`src/design/msx_audio_pkg.sv`:
```
package msx_audio_pkg;

	// Mixed and scaled sample, two's complement
	typedef logic signed [15:0] sample_t;

	// Offset binary, 16'h8000 is silence
	typedef logic [15:0] dac_word_t;

	// 7 is full scale, each step down halves the level
	typedef logic [2:0] volume_t;

	typedef logic [15:0] opl3_t;          // OPL3 output is unsigned
	typedef logic signed [14:0] scc_t;

	typedef struct packed {
		sample_t          opll;
		opl3_t            opl3_l;
		opl3_t            opl3_r;
		scc_t             scc1_l;
		scc_t             scc1_r;
		scc_t             scc2_l;
		scc_t             scc2_r;
		logic [8:0]       psg;            // Unsigned
		logic signed [7:0] pcm;
	} audio_src_t;

	typedef struct packed {
		dac_word_t left;
		dac_word_t right;
	} stereo_dac_t;

	localparam dac_word_t DAC_MID = 16'h8000;

endpackage

```
`src/design/msx_io_pkg.sv`:
```
package msx_io_pkg;

	// Port lines as the MSX sees them, 1 is released
	typedef logic [5:0] joy_lines_t;

	typedef logic [8:0] mouse_axis_t;

	typedef struct packed {
		mouse_axis_t x;
		mouse_axis_t y;
		logic [1:0]  buttons;
	} mouse_report_t;

	typedef logic [15:0] status_t;
	typedef logic [7:0] dip_t;

	// Nibble order of the MSX mouse protocol
	typedef enum logic [1:0] {
		X_HIGH,
		X_LOW,
		Y_HIGH,
		Y_LOW
	} mouse_state_t;

	// Menu status bits
	localparam int STATUS_RESET_BIT = 0;
	localparam int STATUS_CPU_CLK_BIT = 1;
	localparam int STATUS_OPT_LO = 3;
	localparam int STATUS_OPT_HI = 8;
	localparam int STATUS_TAPE_BIT = 9;

endpackage

```
`src/design/board_control.sv`:
```
module board_control #(
	parameter int IMG_RESET_CYCLES = 2 ** 25
) (
	input  logic                clk_sys,
	input  logic                reset_i,
	input  logic                pll_locked_i,
	input  logic                button_reset_i,
	input  msx_io_pkg::status_t status_i,
	input  logic                img_mounted_i,
	output logic                sys_reset_o,
	output msx_io_pkg::dip_t    dip_o
);
	import msx_io_pkg::*;

	localparam int CNT_W = $clog2(IMG_RESET_CYCLES + 1);

	logic [CNT_W-1:0] img_cnt;
	logic             reset_req;

	// The mount pulse itself counts, so reset lasts one cycle longer than the countdown
	assign reset_req = reset_i
		| status_i[STATUS_RESET_BIT]
		| button_reset_i
		| ~pll_locked_i
		| img_mounted_i
		| (img_cnt != '0);

	always_ff @(posedge clk_sys) begin
		if (reset_i)
			img_cnt <= '0;
		else if (img_mounted_i)
			img_cnt <= CNT_W'(IMG_RESET_CYCLES);    // Restart on every new image
		else if (img_cnt != '0)
			img_cnt <= img_cnt - 1'b1;
	end

	always_ff @(posedge clk_sys) begin
		sys_reset_o <= reset_req;
	end

	// Switches are active low on the MSX side
	always_ff @(posedge clk_sys) begin
		dip_o <= {
			~status_i[STATUS_OPT_HI:STATUS_OPT_LO],
			1'b0,
			~status_i[STATUS_CPU_CLK_BIT]
		};
	end

endmodule

```
`src/design/mouse_port.sv`:
```
module mouse_port #(
	parameter int MOUSE_TIMEOUT_CYCLES = 100000
) (
	input  logic                      clk_sys,
	input  logic                      reset_i,
	input  logic                      mouse_strobe_i,
	input  msx_io_pkg::mouse_report_t mouse_i,
	input  msx_io_pkg::joy_lines_t    joy_a_i,
	input  msx_io_pkg::joy_lines_t    joy_b_i,
	input  logic                      stra_i,
	input  logic                      strb_i,
	output msx_io_pkg::joy_lines_t    port_a_o,
	output msx_io_pkg::joy_lines_t    port_b_o
);
	import msx_io_pkg::*;

	localparam int TMO_W = $clog2(MOUSE_TIMEOUT_CYCLES + 1);

	mouse_state_t     state;
	logic             mouse_en;
	mouse_axis_t      x_latch;
	mouse_axis_t      y_latch;
	logic [1:0]       btn_latch;
	logic [3:0]       nibble;
	logic [TMO_W-1:0] timeout;
	logic             stra_q;
	logic             stra_qq;
	logic             stra_toggle;

	// Line 0 gets the highest bit of the nibble
	function automatic logic [3:0] line_order(input logic [3:0] bits);
		return {bits[0], bits[1], bits[2], bits[3]};
	endfunction

	// Pressed line pulls low only while the port strobe is low
	function automatic joy_lines_t strobe_gate(input joy_lines_t pressed, input logic strobe);
		return ~(pressed & {$bits(joy_lines_t){~strobe}});
	endfunction

	assign stra_toggle = stra_q ^ stra_qq;

	always_ff @(posedge clk_sys) begin
		if (reset_i) begin
			stra_q <= 1'b0;
			stra_qq <= 1'b0;
		end else begin
			stra_q <= stra_i;
			stra_qq <= stra_q;
		end
	end

	// Joystick activity hands the port back
	always_ff @(posedge clk_sys) begin
		if (reset_i)
			mouse_en <= 1'b0;
		else if (mouse_strobe_i)
			mouse_en <= 1'b1;
		else if (|joy_a_i)
			mouse_en <= 1'b0;
	end

	always_ff @(posedge clk_sys) begin
		if (reset_i) begin
			state <= X_HIGH;
			x_latch <= '0;
			y_latch <= '0;
			btn_latch <= '0;
			nibble <= '0;
			timeout <= '0;
		end else begin
			if (mouse_en) begin
				if (timeout != '0) begin
					timeout <= timeout - 1'b1;
					if (timeout == TMO_W'(1))
						state <= X_HIGH;    // Host gave up mid report
				end
				if (stra_toggle) begin
					timeout <= TMO_W'(MOUSE_TIMEOUT_CYCLES);
					case (state)
						X_HIGH: begin
							nibble <= line_order(x_latch[8:5]);
							state <= X_LOW;
						end
						X_LOW: begin
							nibble <= line_order(x_latch[4:1]);
							state <= Y_HIGH;
						end
						Y_HIGH: begin
							nibble <= line_order(y_latch[8:5]);
							state <= Y_LOW;
						end
						Y_LOW: begin
							nibble <= line_order(y_latch[4:1]);
							state <= X_HIGH;
							x_latch <= '0;    // Motion consumed
							y_latch <= '0;
						end
					endcase
				end
			end
			if (mouse_strobe_i) begin
				x_latch <= '0 - mouse_i.x;    // MSX counts x the other way
				y_latch <= mouse_i.y;
				btn_latch <= mouse_i.buttons;
			end
		end
	end

	assign port_a_o = mouse_en ? {~btn_latch, nibble} : strobe_gate(joy_a_i, stra_i);
	assign port_b_o = strobe_gate(joy_b_i, strb_i);

endmodule

```
`src/design/audio_mixer.sv`:
```
module audio_mixer (
	input  logic                       clk_sys,
	input  logic                       reset_i,
	input  msx_audio_pkg::audio_src_t  audio_src_i,
	input  logic                       ear_i,
	input  logic                       tape_en_i,
	input  msx_audio_pkg::volume_t     volume_i,
	output msx_audio_pkg::stereo_dac_t dac_o
);
	import msx_audio_pkg::*;

	sample_t    shared;
	sample_t    sum_l;
	sample_t    sum_r;
	sample_t    scaled_l;
	sample_t    scaled_r;
	logic [2:0] shift;

	// One side of the mix, all terms wrap at 16 bits
	function automatic sample_t side_sum(
		input sample_t base,
		input opl3_t   opl3,
		input scc_t    scc1,
		input scc_t    scc2
	);
		sample_t scc;
		scc = sample_t'({scc1[14], scc1}) + sample_t'({scc2[14], scc2});
		return base + sample_t'(opl3) + scc;
	endfunction

	// Sources common to both channels
	assign shared = audio_src_i.opll
		+ sample_t'({1'b0, audio_src_i.psg, 6'b0})
		+ sample_t'({audio_src_i.pcm, audio_src_i.pcm})
		+ sample_t'({8'b0, ear_i & tape_en_i, 7'b0});

	always_ff @(posedge clk_sys) begin
		if (reset_i) begin
			sum_l <= '0;
			sum_r <= '0;
		end else begin
			sum_l <= side_sum(shared, audio_src_i.opl3_l, audio_src_i.scc1_l,
				audio_src_i.scc2_l);
			sum_r <= side_sum(shared, audio_src_i.opl3_r, audio_src_i.scc1_r,
				audio_src_i.scc2_r);
		end
	end

	assign shift = 3'd7 - volume_i;
	assign scaled_l = sum_l >>> shift;
	assign scaled_r = sum_r >>> shift;

	// Flip sign bit for offset binary
	always_ff @(posedge clk_sys) begin
		if (reset_i) begin
			dac_o.left <= DAC_MID;
			dac_o.right <= DAC_MID;
		end else begin
			dac_o.left <= {~scaled_l[15], scaled_l[14:0]};
			dac_o.right <= {~scaled_r[15], scaled_r[14:0]};
		end
	end

endmodule

```
`src/design/sigma_delta_dac.sv`:
```
module sigma_delta_dac #(
	parameter int DAC_BITS = 16
) (
	input  logic                     clk_sys,
	input  logic                     reset_i,
	input  msx_audio_pkg::dac_word_t dac_i,
	output logic                     dac_o
);
	import msx_audio_pkg::*;

	localparam int WORD_W = $bits(dac_word_t);

	logic [DAC_BITS-1:0] acc;
	logic [DAC_BITS:0]   acc_next;

	// Only the top DAC_BITS of the word reach the modulator
	assign acc_next = {1'b0, acc} + {1'b0, dac_i[WORD_W-1 -: DAC_BITS]};

	always_ff @(posedge clk_sys) begin
		if (reset_i) begin
			acc <= '0;
			dac_o <= 1'b0;
		end else begin
			acc <= acc_next[DAC_BITS-1:0];
			dac_o <= acc_next[DAC_BITS];    // Carry is the pulse
		end
	end

endmodule

```
`src/design/msx_board_io.sv`:
```
module msx_board_io #(
	parameter int IMG_RESET_CYCLES = 2 ** 25,
	parameter int MOUSE_TIMEOUT_CYCLES = 100000,
	parameter int DAC_BITS = 16
) (
	input  logic                      clk_sys,
	input  logic                      reset_i,
	input  logic                      pll_locked_i,
	input  logic                      button_reset_i,
	input  msx_io_pkg::status_t       status_i,
	input  logic                      img_mounted_i,
	input  logic                      mouse_strobe_i,
	input  msx_io_pkg::mouse_report_t mouse_i,
	input  msx_io_pkg::joy_lines_t    joy_a_i,
	input  msx_io_pkg::joy_lines_t    joy_b_i,
	input  logic                      stra_i,
	input  logic                      strb_i,
	input  msx_audio_pkg::audio_src_t audio_src_i,
	input  msx_audio_pkg::volume_t    volume_i,
	input  logic                      ear_i,
	output logic                      sys_reset_o,
	output msx_io_pkg::dip_t          dip_o,
	output msx_io_pkg::joy_lines_t    port_a_o,
	output msx_io_pkg::joy_lines_t    port_b_o,
	output logic                      audio_l_o,
	output logic                      audio_r_o
);
	import msx_io_pkg::*;
	import msx_audio_pkg::*;

	stereo_dac_t dac_word;

	board_control #(
		.IMG_RESET_CYCLES(IMG_RESET_CYCLES)
	) board_control_i (
		.clk_sys       (clk_sys),
		.reset_i       (reset_i),
		.pll_locked_i  (pll_locked_i),
		.button_reset_i(button_reset_i),
		.status_i      (status_i),
		.img_mounted_i (img_mounted_i),
		.sys_reset_o   (sys_reset_o),
		.dip_o         (dip_o)
	);

	// Ports and audio run from the combined system reset
	mouse_port #(
		.MOUSE_TIMEOUT_CYCLES(MOUSE_TIMEOUT_CYCLES)
	) mouse_port_i (
		.clk_sys       (clk_sys),
		.reset_i       (sys_reset_o),
		.mouse_strobe_i(mouse_strobe_i),
		.mouse_i       (mouse_i),
		.joy_a_i       (joy_a_i),
		.joy_b_i       (joy_b_i),
		.stra_i        (stra_i),
		.strb_i        (strb_i),
		.port_a_o      (port_a_o),
		.port_b_o      (port_b_o)
	);

	audio_mixer audio_mixer_i (
		.clk_sys    (clk_sys),
		.reset_i    (sys_reset_o),
		.audio_src_i(audio_src_i),
		.ear_i      (ear_i),
		.tape_en_i  (status_i[STATUS_TAPE_BIT]),
		.volume_i   (volume_i),
		.dac_o      (dac_word)
	);

	sigma_delta_dac #(
		.DAC_BITS(DAC_BITS)
	) dac_left (
		.clk_sys(clk_sys),
		.reset_i(sys_reset_o),
		.dac_i  (dac_word.left),
		.dac_o  (audio_l_o)
	);

	sigma_delta_dac #(
		.DAC_BITS(DAC_BITS)
	) dac_right (
		.clk_sys(clk_sys),
		.reset_i(sys_reset_o),
		.dac_i  (dac_word.right),
		.dac_o  (audio_r_o)
	);

endmodule

```
`config.mk`:
```
export PLATFORM = sky130hd
export DESIGN_NAME = msx_board_io
export DESIGN_NICKNAME = d
export VERILOG_FILES = /design/src/design/msx_audio_pkg.sv /design/src/design/msx_io_pkg.sv /design/src/design/board_control.sv /design/src/design/mouse_port.sv /design/src/design/audio_mixer.sv /design/src/design/sigma_delta_dac.sv /design/src/design/msx_board_io.sv
export SDC_FILE = /design/constraint.sdc
export NUM_CORES = 1
export LEC_CHECK = 0
export ABC_AREA = 1
export BUFFER_PORTS_ARGS = -buffer_cell sky130_fd_sc_hd__buf_4
export CORE_ASPECT_RATIO = 0.9
export CORE_MARGIN = 1.5
export CORE_UTILIZATION = 45
export DETAILED_ROUTE_END_ITERATION = 6
export MAX_ROUTING_LAYER = met4
export PLACE_DENSITY = 0.66
export SKIP_CTS_REPAIR_TIMING = 1
export SYNTH_ARGS = -nofsm -noshare
export SYNTH_HDL_FRONTEND = slang
export SYNTH_HIERARCHICAL = 1
export SYNTH_SLANG_ARGS = --single-unit
```
`constraint.sdc`:
```
create_clock -name clk_sys -period 9.3 [get_ports clk_sys]
set_clock_uncertainty 0.2 [all_clocks]
set_input_delay 0.93 -clock clk_sys [delete_from_list [all_inputs] [get_ports clk_sys]]
set_output_delay 0.93 -clock clk_sys [all_outputs]
set_load 0.05 [all_outputs]
```
==> results by group, run 1 <==
STA
  • Final setup fails: 0
  • Peak Freq: roughly 200 MHz
  • RSZ-0062 raised after global routing: no
  • Max_slew headroom: between 20 and 30%
  • Final setup TNS: 0 ns
  • Final Max Slew Viols: 0
  • Tcrit/Tclk final: roughly 55%
  • Min Tclk post-route: 5.07 ns
  • Hold Fails Final Rpt: 0
  • Worst Tran Pin Value: between 1 and 1.5 ns

Power
  • Net load switching power: about 1.7 mW
  • Clock share of power: 19.8%
  • Combinational power share: between 50% and 60%
  • Sequential share of power: 23.7%
  • PwrDens: roughly 230 mW/mm²
  • Leakage power: 7.83 nW
  • Internal power: around 2.0 mW
  • Switching share of power: a little under half
  • Worst vdd ir: roughly 0.17 mV

Worst setup path
  • Reg2Reg Setup Slack: around 7.1 ns
  • CP Launch Point: audio_src_i[7]
  • Worst EP required: 9.46 ns
  • R2R Path Start: board_control_i/sys_reset_o
  • Worst Setup Path Type: primary input to flop
  • RR Endpoint: dac_right/acc[7]
  • Critical path launch point type: primary input
  • CP endpoint: audio_mixer_i/sum_r[15]
  • WP data arrival: 5.24 ns
  • Critical Path Sink Type: flop
  • Crit path max fanout: 5
  • Cells on worst reg2reg path: 4

Logic synthesis
  • Mean Syn Cell Area: 7.10 µm²
  • Ys async rst share: 0%
  • Yosys cell types: 47
  • Number of synthesized register bits: 176
  • Sequential area share after synthesis: between 20% and 30%
  • Yosys top cell by area: dfxtp_1
  • Number of synthesized flops with an enable pin: 0
  • Post-Syn Nets: around 2200
  • Cells after Synth: around 1900
  • Number of warnings issued by yosys: 6
  • Main synth FF type: dfxtp_1
  • Post-Syn Area: ~0.013 mm²
  • Yosys top cell area share: 26.4%
  • Synth cell count leaders: 449 x nand2_1, 261 x inv_1, 235 x nor2_1, 176 x dfxtp_1, 142 x a21oi_1
  • Area contributors post-synth: dfxtp_1 26%, nand2_1 13%, fa_1 11%, ha_1 9.8%, inv_1 7.3%
  • Top-count cell post-synth: nand2_1

Drt
  • Vias/cell: roughly 4.9
  • WL/cell: about 12 µm
  • Routed wire length: roughly 31000 µm
  • Routed Antenna Nets: 0
  • Drt first pass iters: 5
  • # DRC: 0
  • Via count: about 12000
  • Iter 0 DRT Violations: 680

Placed design
  • Area after DPL: 0.0151 mm²
  • Final HPWL DP: 25000 µm
  • GP Congestion: between 0.8 and 0.9
  • Port bufs: slightly below 200

Final layout
  • Nets: around 2400
  • Share of layout cells above drive strength 1: 14.8%
  • Layout Area Growth over Synthesis: 17.7%
  • # fillers: 2809
  • Inserted Diodes: 0
  • Finished Cell Area: around 0.016 mm²

Floorplan
  • Ports: 208
  • Starting density of the core: between 40 and 50%
  • Die H: between 150 and 200 µm
  • Core area: ~0.029 mm²
  • Placement row count: 59
  • Die area: 0.0307 mm²
  • Die Wd: approximately 180 µm

Global route
  • GRT Overall Usage: a little over a fifth
  • Initial antenna violation count: 0
  • Largest net degree at the start of global routing: between 40 and 50
  • First-pass GRT wire length: ~53000 µm
  • GRT overflow: 0
  • Vias in the first global route: approximately 12000

Clocking
  • CTS max path bufs: 2
  • Clk_lat worst skew: between 0.4 and 0.5 ns
  • TritonCTS clock tree: done
  • Worst-path clk slew: ~0.07 ns
  • Clock Sinks: 176
  • H-tree depth: 4
  • CTS Root Cell: clkbuf_16
  • CTS Buf Count: 17

Outcome
  • Run status: finished, final reports clean

Run
  • Max_cap viols: 0

Worst hold path
  • Hold Path Class: flop to flop
routing by layer:
metal,up-vias,share of wire [%],track usage [%]
met2,224,47,35.4
met5,-,0,-
li1,6325,-,-
met3,23,3.4,2.98
met1,5456,49,28.7
met4,0,0.99,4.35
worst min path at each step:
stage,startpoint,endpoint,slack [ns],cells past startpoint
floorplan,audio_mixer_i/sum_r[15],audio_mixer_i/dac_o[15],0.19,1
global placement,audio_mixer_i/sum_l[15],audio_mixer_i/dac_o[31],0.23,1
detailed placement,audio_mixer_i/sum_l[15],audio_mixer_i/dac_o[31],0.23,1
CTS,audio_mixer_i/sum_l[15],audio_mixer_i/dac_o[31],0.25,1
global route,mouse_port_i/stra_q,mouse_port_i/stra_qq,0.27,2
finish,audio_mixer_i/sum_l[15],audio_mixer_i/dac_o[31],0.25,1
worst max-delay path: stages:
cell and delay (ns):
buf_4 0.10, inv_1 0.05, fa_1 0.53, inv_1 0.05, fa_1 0.49, ha_1 0.40
nand2_1 0.07, inv_1 0.08, a21oi_1 0.09, o21ai_1 0.22, a21oi_1 0.11, xnor2_1 0.38
fa_1 0.50, ha_1 0.39, nand2_1 0.09, nand2_1 0.07, a21oi_1 0.13, nor2_1 0.05
nor2_1 0.08, nand3_1 0.12, nand3_1 0.10, nand2_1 0.05, nor2_1 0.12
layout make-up:
class / count / area (µm²) / share of cell area [%]
Inverter: 275 / 1030 / 6.58
Tap cell: 396 / 495 / 3.16
Timing Repair Buffer: 199 / 1490 / 9.51
Multi-Input combinational cell: 1390 / 8570 / 54.6
Clock buffer: 17 / 425 / 2.71
Clock inverter: 15 / 163 / 1.04
Sequential cell: 176 / 3520 / 22.4
cell usage in the layout (no fill, tap or decap), drive strengths merged, types with 4 or more instances in the layout:
cell type / n
nor2: 254
clkinv: 5
mux2i: 20
nand2: 468
a22oi: 6
nand3: 95
buf: 199
nand3b: 7
o22ai: 4
dfxtp: 176
a21o: 5
a21oi: 146
xnor2: 20
nand4: 12
fa: 73
ha: 105
xor2: 17
o21ai: 116
or2: 4
clkbuf: 17
o21a: 7
inv: 282
o211ai: 5
nor3: 14
power groups by stage:
stage | Combinational (mW) | Sequential (mW) | Clock, mW
after CTS | 2.06 | 0.866 | 0.745
final | 2.07 | 0.867 | 0.726
after global placement | 2.01 | 0.883 | 0
after detailed placement | 2.05 | 0.882 | 0
after global routing | 2.38 | 0.875 | 0.776
after floorplan | 1.60 | 0.876 | 0
kinds of logic (layout without fill, tap and decap cells):
kind of cell             after synthesis  in the layout  synth area share, %
buffers and inverters                312            506                 9.35
multiplexers                          20             20                 1.50
flip-flops                           176            176                 26.4
AND/OR/NAND/NOR                      859            859                 27.6
AO/OA/AOI/OAI                        295            295                 11.8
adder cells (fa/ha/maj)              178            178                 20.8
XOR/XNOR                              37             37                 2.43
other                                  1              1               0.0281
state kept, by name, summed over array words and instances, names as in the netlist, 2 cells and up:
signal and cells:
mouse_port_i/timeout 17, mouse_port_i/y_latch 8, audio_mixer_i/dac_o 32, audio_mixer_i/sum_l 16, board_control_i/dip_o 7, mouse_port_i/state 2
audio_mixer_i/sum_r 16, mouse_port_i/nibble 4, mouse_port_i/btn_latch 2, dac_left/acc 16, dac_right/acc 16, board_control_i/img_cnt 26
mouse_port_i/x_latch 8
metrics by stage:
step	utilization, %	hold WS, ns	setup slack, ns	total power, mW	std cells
finish	54.1	0.246	4.23	3.66	2468
global placement	52.1	0.232	3.87	2.89	2436
detailed placement	52.1	0.234	3.81	2.93	2436
CTS	54.1	0.251	4.25	3.67	2468
global route	54.1	0.272	3.89	4.04	2468
floorplan	-	0.191	4.40	2.47	1878
(Power assumes the default switching activity.)
==> run 2: changes to the inputs <==
--- a/config.mk
+++ b/config.mk
@@ -12,7 +12,7 @@
 export CORE_UTILIZATION = 45
 export DETAILED_ROUTE_END_ITERATION = 6
 export MAX_ROUTING_LAYER = met4
-export PLACE_DENSITY = 0.66
+export PLACE_DENSITY = 0.68
 export SKIP_CTS_REPAIR_TIMING = 1
 export SYNTH_ARGS = -nofsm -noshare
 export SYNTH_HDL_FRONTEND = slang
==> constraint.sdc (replaced) <==
create_clock -name clk_sys -period 4.1 [get_ports clk_sys]
set_clock_uncertainty 0.2 [all_clocks]
set_input_delay 0.41 -clock clk_sys [delete_from_list [all_inputs] [get_ports clk_sys]]
set_output_delay 0.41 -clock clk_sys [all_outputs]
set_load 0.05 [all_outputs]
==> results by group, run 2 (synthesis gave the netlist of run 1 again) <==
Outcome
  • Violated checks: negative hold slack
  • Run status: finished, violations left

Drt
  • Via count: ~12000
  • WL/cell: 12.4 µm
  • Iter 0 DRT Violations: between 600 and 700
  • Routed wire length: 31600 µm
  • # DRC: 0
  • Vias/cell: ~4.8
  • Routed Antenna Nets: 0
  • Drt first pass iters: 5

Floorplan
  • Starting density of the core: 46.0%
  • Die Wd: 184 µm
  • Ports: ~210
  • Core area: approximately 0.029 mm²
  • Placement row count: 59
  • Die area: between 0.03 and 0.04 mm²
  • Die H: 166 µm

Clocking
  • CTS Buf Count: 17
  • H-tree depth: 4
  • Clock Sinks: between 150 and 200
  • Worst-path clk slew: roughly 0.080 ns
  • TritonCTS clock tree: done
  • Clk_lat worst skew: 0.44 ns
  • CTS max path bufs: 2
  • CTS Root Cell: clkbuf_16

Global route
  • GRT overflow: 0
  • Vias in the first global route: 12007
  • Initial antenna violation count: 0
  • GRT Overall Usage: between 20% and 30%
  • Largest net degree at the start of global routing: 41
  • First-pass GRT wire length: around 54000 µm

Worst setup path
  • R2R Path Start: mouse_port_i/stra_q
  • CP Launch Point: audio_src_i[7]
  • Worst Setup Path Type: primary input to flop
  • Critical path launch point type: primary input
  • Highest cell delay on the worst timing path: roughly 0.60 ns
  • CP delay by family, top: adder cells
  • Crit path top cell by count: nand2_2
  • Critical path depth in cells: 22
  • Cells on worst reg2reg path: 8
  • WP buf/inv: 3
  • Critical-path top delay cell: fa_1
  • Critical-path cell list: buf_6, inv_2, fa_1, inv_1, fa_2, ha_4, a21o_1, a21oi_4, o21ai_4, a21oi_2, xnor2_2, fa_1, ha_4, nand2_2, nand2_2, a21oi_2, nor2_1, nor2_1, nand3_2, nand3_2, nand2_2, nor2_2
  • Critical Path Sink Type: flop
  • Crit path max fanout: 5
  • WP data arrival: 4.18 ns
  • Worst EP required: between 4 and 5 ns

STA
  • Tcrit/Tclk final: between 90% and 100%
  • Hold_ws: -0.00381 ns
  • RSZ-0062 raised after global routing: yes
  • Final setup fails: 0
  • Peak Freq: between 200 and 250 MHz
  • Max_slew headroom: 26.8%
  • Hold Fails Final Rpt: 2
  • Final setup TNS: 0 ns
  • Final Max Slew Viols: 0
  • Min Tclk post-route: ~4 ns
  • Worst Tran Pin Value: 1.10 ns

Final layout
  • Nets: 2510
  • Post-route insts no fill: ~2600
  • # fillers: around 2700
  • Largest registers: audio_mixer_i/dac_o: 32 flops, board_control_i/img_cnt: 26 flops, mouse_port_i/timeout: 17 flops
  • Most flops, register: audio_mixer_i/dac_o
  • Largest register FFs: 32
  • Share of layout cells above drive strength 1: just over 20%
  • Layout Area Growth over Synthesis: 25.8%
  • Final Util: 57.8%
  • Commonest non-fill, non-tap cell in the layout: nand2_1
  • Commonest cells after routing, fill and taps aside: 441 x nand2_1, 277 x buf_4, 258 x inv_1
  • Inserted Diodes: 0

Worst hold path
  • Hold Path Class: primary input to flop
  • Hold path cells: 3
  • Origin of the worst min-delay path: stra_i

Power
  • Leakage power: around 8.3 nW
  • Worst vdd ir: 0.515 mV
  • PwrDens: slightly below 600 mW/mm²
  • Total power: between 9 and 10 mW

Run
  • Max_cap viols: 0

Placed design
  • Port bufs: about 200
  • Final HPWL DP: 25400 µm
  • GP Congestion: around 0.93
  • Placed insts: 2509
==> run 2: cell types whose count changed in the layout (fill, tap and decap cells not counted), moves of 8 or more <==
cell	change
a21oi_2	+9
ha_4	+13
ha_1	-14
buf_4	+78
a21oi_1	-10
dlygate4sd3_1	+8
nand2_1	-8
==> run 2: layer usage <==
layer	vias up	part of all wire [%]	wire length [µm]	track usage (%)
met4	0	1.1	360	4.28
met2	257	47	14900	36.2
li1	6514	-	-	-
met1	5571	48	15200	28.6
met5	-	0	0	-
met3	32	3.9	1230	2.83
==> run 2: worst paths after layout <==
kind                                   to  slack, ns
setup / recovery  audio_mixer_i/sum_r[15]       0.09
hold / removal        mouse_port_i/stra_q     -0.004
setup reg to reg  mouse_port_i/y_latch[2]       1.94
hold reg to reg      mouse_port_i/stra_qq       0.25
==> run 2: metrics by stage <==
| step | setup WS, ns | cell area (µm²) |
|---|---|---|
| global placement | -0.347 | 15800 |
| global route | -0.120 | 16800 |
| detailed placement | -0.421 | 15800 |
| floorplan | 0.00401 | 13400 |
| finish | 0.0949 | 16800 |
| CTS | 0.0302 | 16400 |
==> run 2: area by class of cell <==
cell class | instances | area [µm²] | area share, %
clock buffers | 17 | 425 | 2.54
well taps | 396 | 495 | 2.95
multi-input cells | 1390 | 8920 | 53.2
clock inverters | 15 | 190 | 1.13
repair buffers | 287 | 2180 | 13.0
flip-flops and latches | 176 | 3520 | 21.0
inverters | 275 | 1030 | 6.16
==> run 2: power breakdown <==
part	switching, mW	internal, mW	total (mW)
sequential	0.116	1.85	1.96
clock	0.820	0.832	1.65
combinational	3.37	2.71	6.08
total	4.31	5.38	9.69
==> run 2: worst reg2reg max path: cells and delay by family, from the launching register on <==
kind                   cells  cell delay [ns]
AND/OR/NAND/NOR            4             0.47
flip-flops                 1             0.33
buffers and inverters      2             0.31
AO/OA/AOI/OAI              2             0.78
==> run 3: changes to the inputs <==
--- a/config.mk
+++ b/config.mk
@@ -11,6 +11,7 @@
 export CORE_MARGIN = 1.5
 export CORE_UTILIZATION = 45
 export DETAILED_ROUTE_END_ITERATION = 6
+export GPL_TIMING_DRIVEN = 0
 export MAX_ROUTING_LAYER = met4
 export PLACE_DENSITY = 0.68
 export SKIP_CTS_REPAIR_TIMING = 1
==> results by group, run 3 (synthesis gave the netlist of run 1 again) <==
Worst setup path
  • Worst EP required: ~4.2 ns
  • RR Endpoint: audio_mixer_i/sum_r[8]
  • Cells on worst reg2reg path: 4
  • Worst Setup Path Type: primary input to flop
  • R2R Path Start: board_control_i/sys_reset_o
  • Critical path launch point type: primary input
  • Critical Path Sink Type: flop
  • WP data arrival: approximately 4.4 ns
  • Reg2Reg Setup Slack: about 1.9 ns
  • Crit path max fanout: 5

Floorplan
  • Core area: 0.0290 mm²
  • Die H: ~170 µm
  • Starting density of the core: a little under half
  • Ports: 208
  • Placement row count: between 50 and 60
  • Die Wd: 184 µm
  • Die area: 0.0307 mm²

Final layout
  • Most flops, register: audio_mixer_i/dac_o
  • Largest register FFs: 32
  • Commonest non-fill, non-tap cell in the layout: nand2_1
  • Commonest cells after routing, fill and taps aside: 443 x nand2_1, 258 x inv_1, 229 x nor2_1
  • Inserted Diodes: 0
  • Largest registers: audio_mixer_i/dac_o: 32 flops, board_control_i/img_cnt: 26 flops, mouse_port_i/timeout: 17 flops
  • # fillers: 2800
  • Nets: 2478
  • Layout Area Growth over Synthesis: 23.5%
  • Share of layout cells above drive strength 1: between 10% and 20%

STA
  • Fin worst setup slack: -0.155 ns
  • Tcrit/Tclk final: 104%
  • Peak Freq: roughly 240 MHz
  • Max_slew headroom: approximately half
  • Worst Tran Pin Value: ~0.77 ns
  • Min Tclk post-route: ~4.3 ns
  • Hold Fails Final Rpt: 0
  • RSZ-0062 raised after global routing: yes
  • Hold_ws: 0.00198 ns
  • Final setup fails: 7
  • Final Max Slew Viols: 0

Global route
  • First-pass GRT wire length: around 55000 µm
  • GRT Overall Usage: 22.6%
  • GRT overflow: 0
  • Initial antenna violation count: 0
  • Largest net degree at the start of global routing: 19
  • Vias in the first global route: around 12000

Placed design
  • GP Congestion: between 0.9 and 1
  • Dpl ws: -0.604 ns
  • Port bufs: 196
  • Final HPWL DP: about 27000 µm

Clocking
  • Worst-path clk slew: around 0.070 ns
  • CTS Root Cell: clkbuf_16
  • TritonCTS clock tree: done
  • Clk_lat worst skew: roughly 0.43 ns
  • Clock Sinks: roughly 180
  • CTS max path bufs: 2
  • H-tree depth: 4
  • CTS Buf Count: 17

Drt
  • Routed wire length: 33200 µm
  • Drt first pass iters: 5
  • Iter 0 DRT Violations: approximately 750
  • Vias/cell: approximately 4.9
  • # DRC: 0
  • Routed Antenna Nets: 0
  • WL/cell: roughly 13 µm
  • Via count: approximately 12000

Power
  • Worst vdd ir: approximately 0.43 mV
  • PwrDens: between 500 and 600 mW/mm²
  • Leakage power: between 8 and 9 nW

Worst hold path
  • Hold Path Class: primary input to flop
  • Hold path cells: 3
  • Hold Path Sink: mouse_port_i/stra_q
  • Origin of the worst min-delay path: stra_i

Outcome
  • Run status: finished, violations left
  • Violated checks: negative setup slack

Run
  • Max_cap viols: 0
[run 3: power breakdown]
group	leakage (nW)	internal (mW)	total (mW)	switching, mW
Combinational	6.37	2.16	5.43	3.27
Sequential	1.42	1.85	1.97	0.122
Clock	0.300	0.933	1.71	0.772
[run 3: area by class of cell]
class                           count  area [µm²]  share of cell area, %
Inverter                          275        1040                   6.29
Multi-Input combinational cell   1390        8920                   54.1
Sequential cell                   176        3520                   21.4
Tap cell                          396         495                   3.01
Buffer                             37         214                   1.30
Timing Repair Buffer              218        1670                   10.1
Clock inverter                     15         190                   1.15
Clock buffer                       17         425                   2.58
[run 3: metrics by stage]
step           total power, mW  TNS [ns]  utilization (%)  area [µm²]  std cells
2_1_floorplan             5.74         0                -       13400       1878
3_3_place_gp              6.83     -6.05             53.1       15400       2470
3_5_place_dp              6.87     -6.21             53.1       15400       2470
4_1_cts                   8.64    -0.516             55.2       16000       2502
5_1_grt                   9.96     -1.93             56.8       16500       2524
6_report                  9.10    -0.596             56.8       16500       2524
[run 3: worst max-delay path, stage by stage]
cell and delay [ns]:
buf_8 0.08, inv_4 0.03, fa_1 0.52, inv_1 0.05, fa_1 0.55, ha_4 0.24, a21o_1 0.20, a21oi_4 0.21
o21ai_2 0.12, buf_4 0.16, a21oi_4 0.19, xnor2_4 0.11, fa_1 0.53, ha_4 0.33, nand2_2 0.09, nor2_2 0.14
nand4_1 0.14, nand3_2 0.12, nand3_2 0.07, nand2_1 0.06, nor2_1 0.04
[run 3: how the worst max path moves through the flow]
| stage | startpoint | to | slack [ns] | cells past startpoint |
|---|---|---|---|---|
| 2_1_floorplan | audio_src_i[7] | audio_mixer_i/sum_r[15] | 0.004 | 18 |
| 3_3_place_gp | audio_src_i[6] | audio_mixer_i/sum_r[12] | -0.58 | 19 |
| 3_5_place_dp | audio_src_i[7] | audio_mixer_i/sum_l[11] | -0.60 | 19 |
| 4_1_cts | audio_src_i[2] | audio_mixer_i/sum_l[11] | -0.16 | 19 |
| 5_1_grt | audio_src_i[7] | audio_mixer_i/sum_l[15] | -0.28 | 22 |
| 6_report | audio_src_i[7] | audio_mixer_i/sum_r[15] | -0.15 | 21 |
[run 3: metal layers]
layer	up-vias	track usage (%)	wire (µm)
li1	6429	-	-
met1	5608	29.8	15800
met2	274	37.0	15700
met3	30	2.79	1290
met4	0	4.85	359
met5	-	-	0
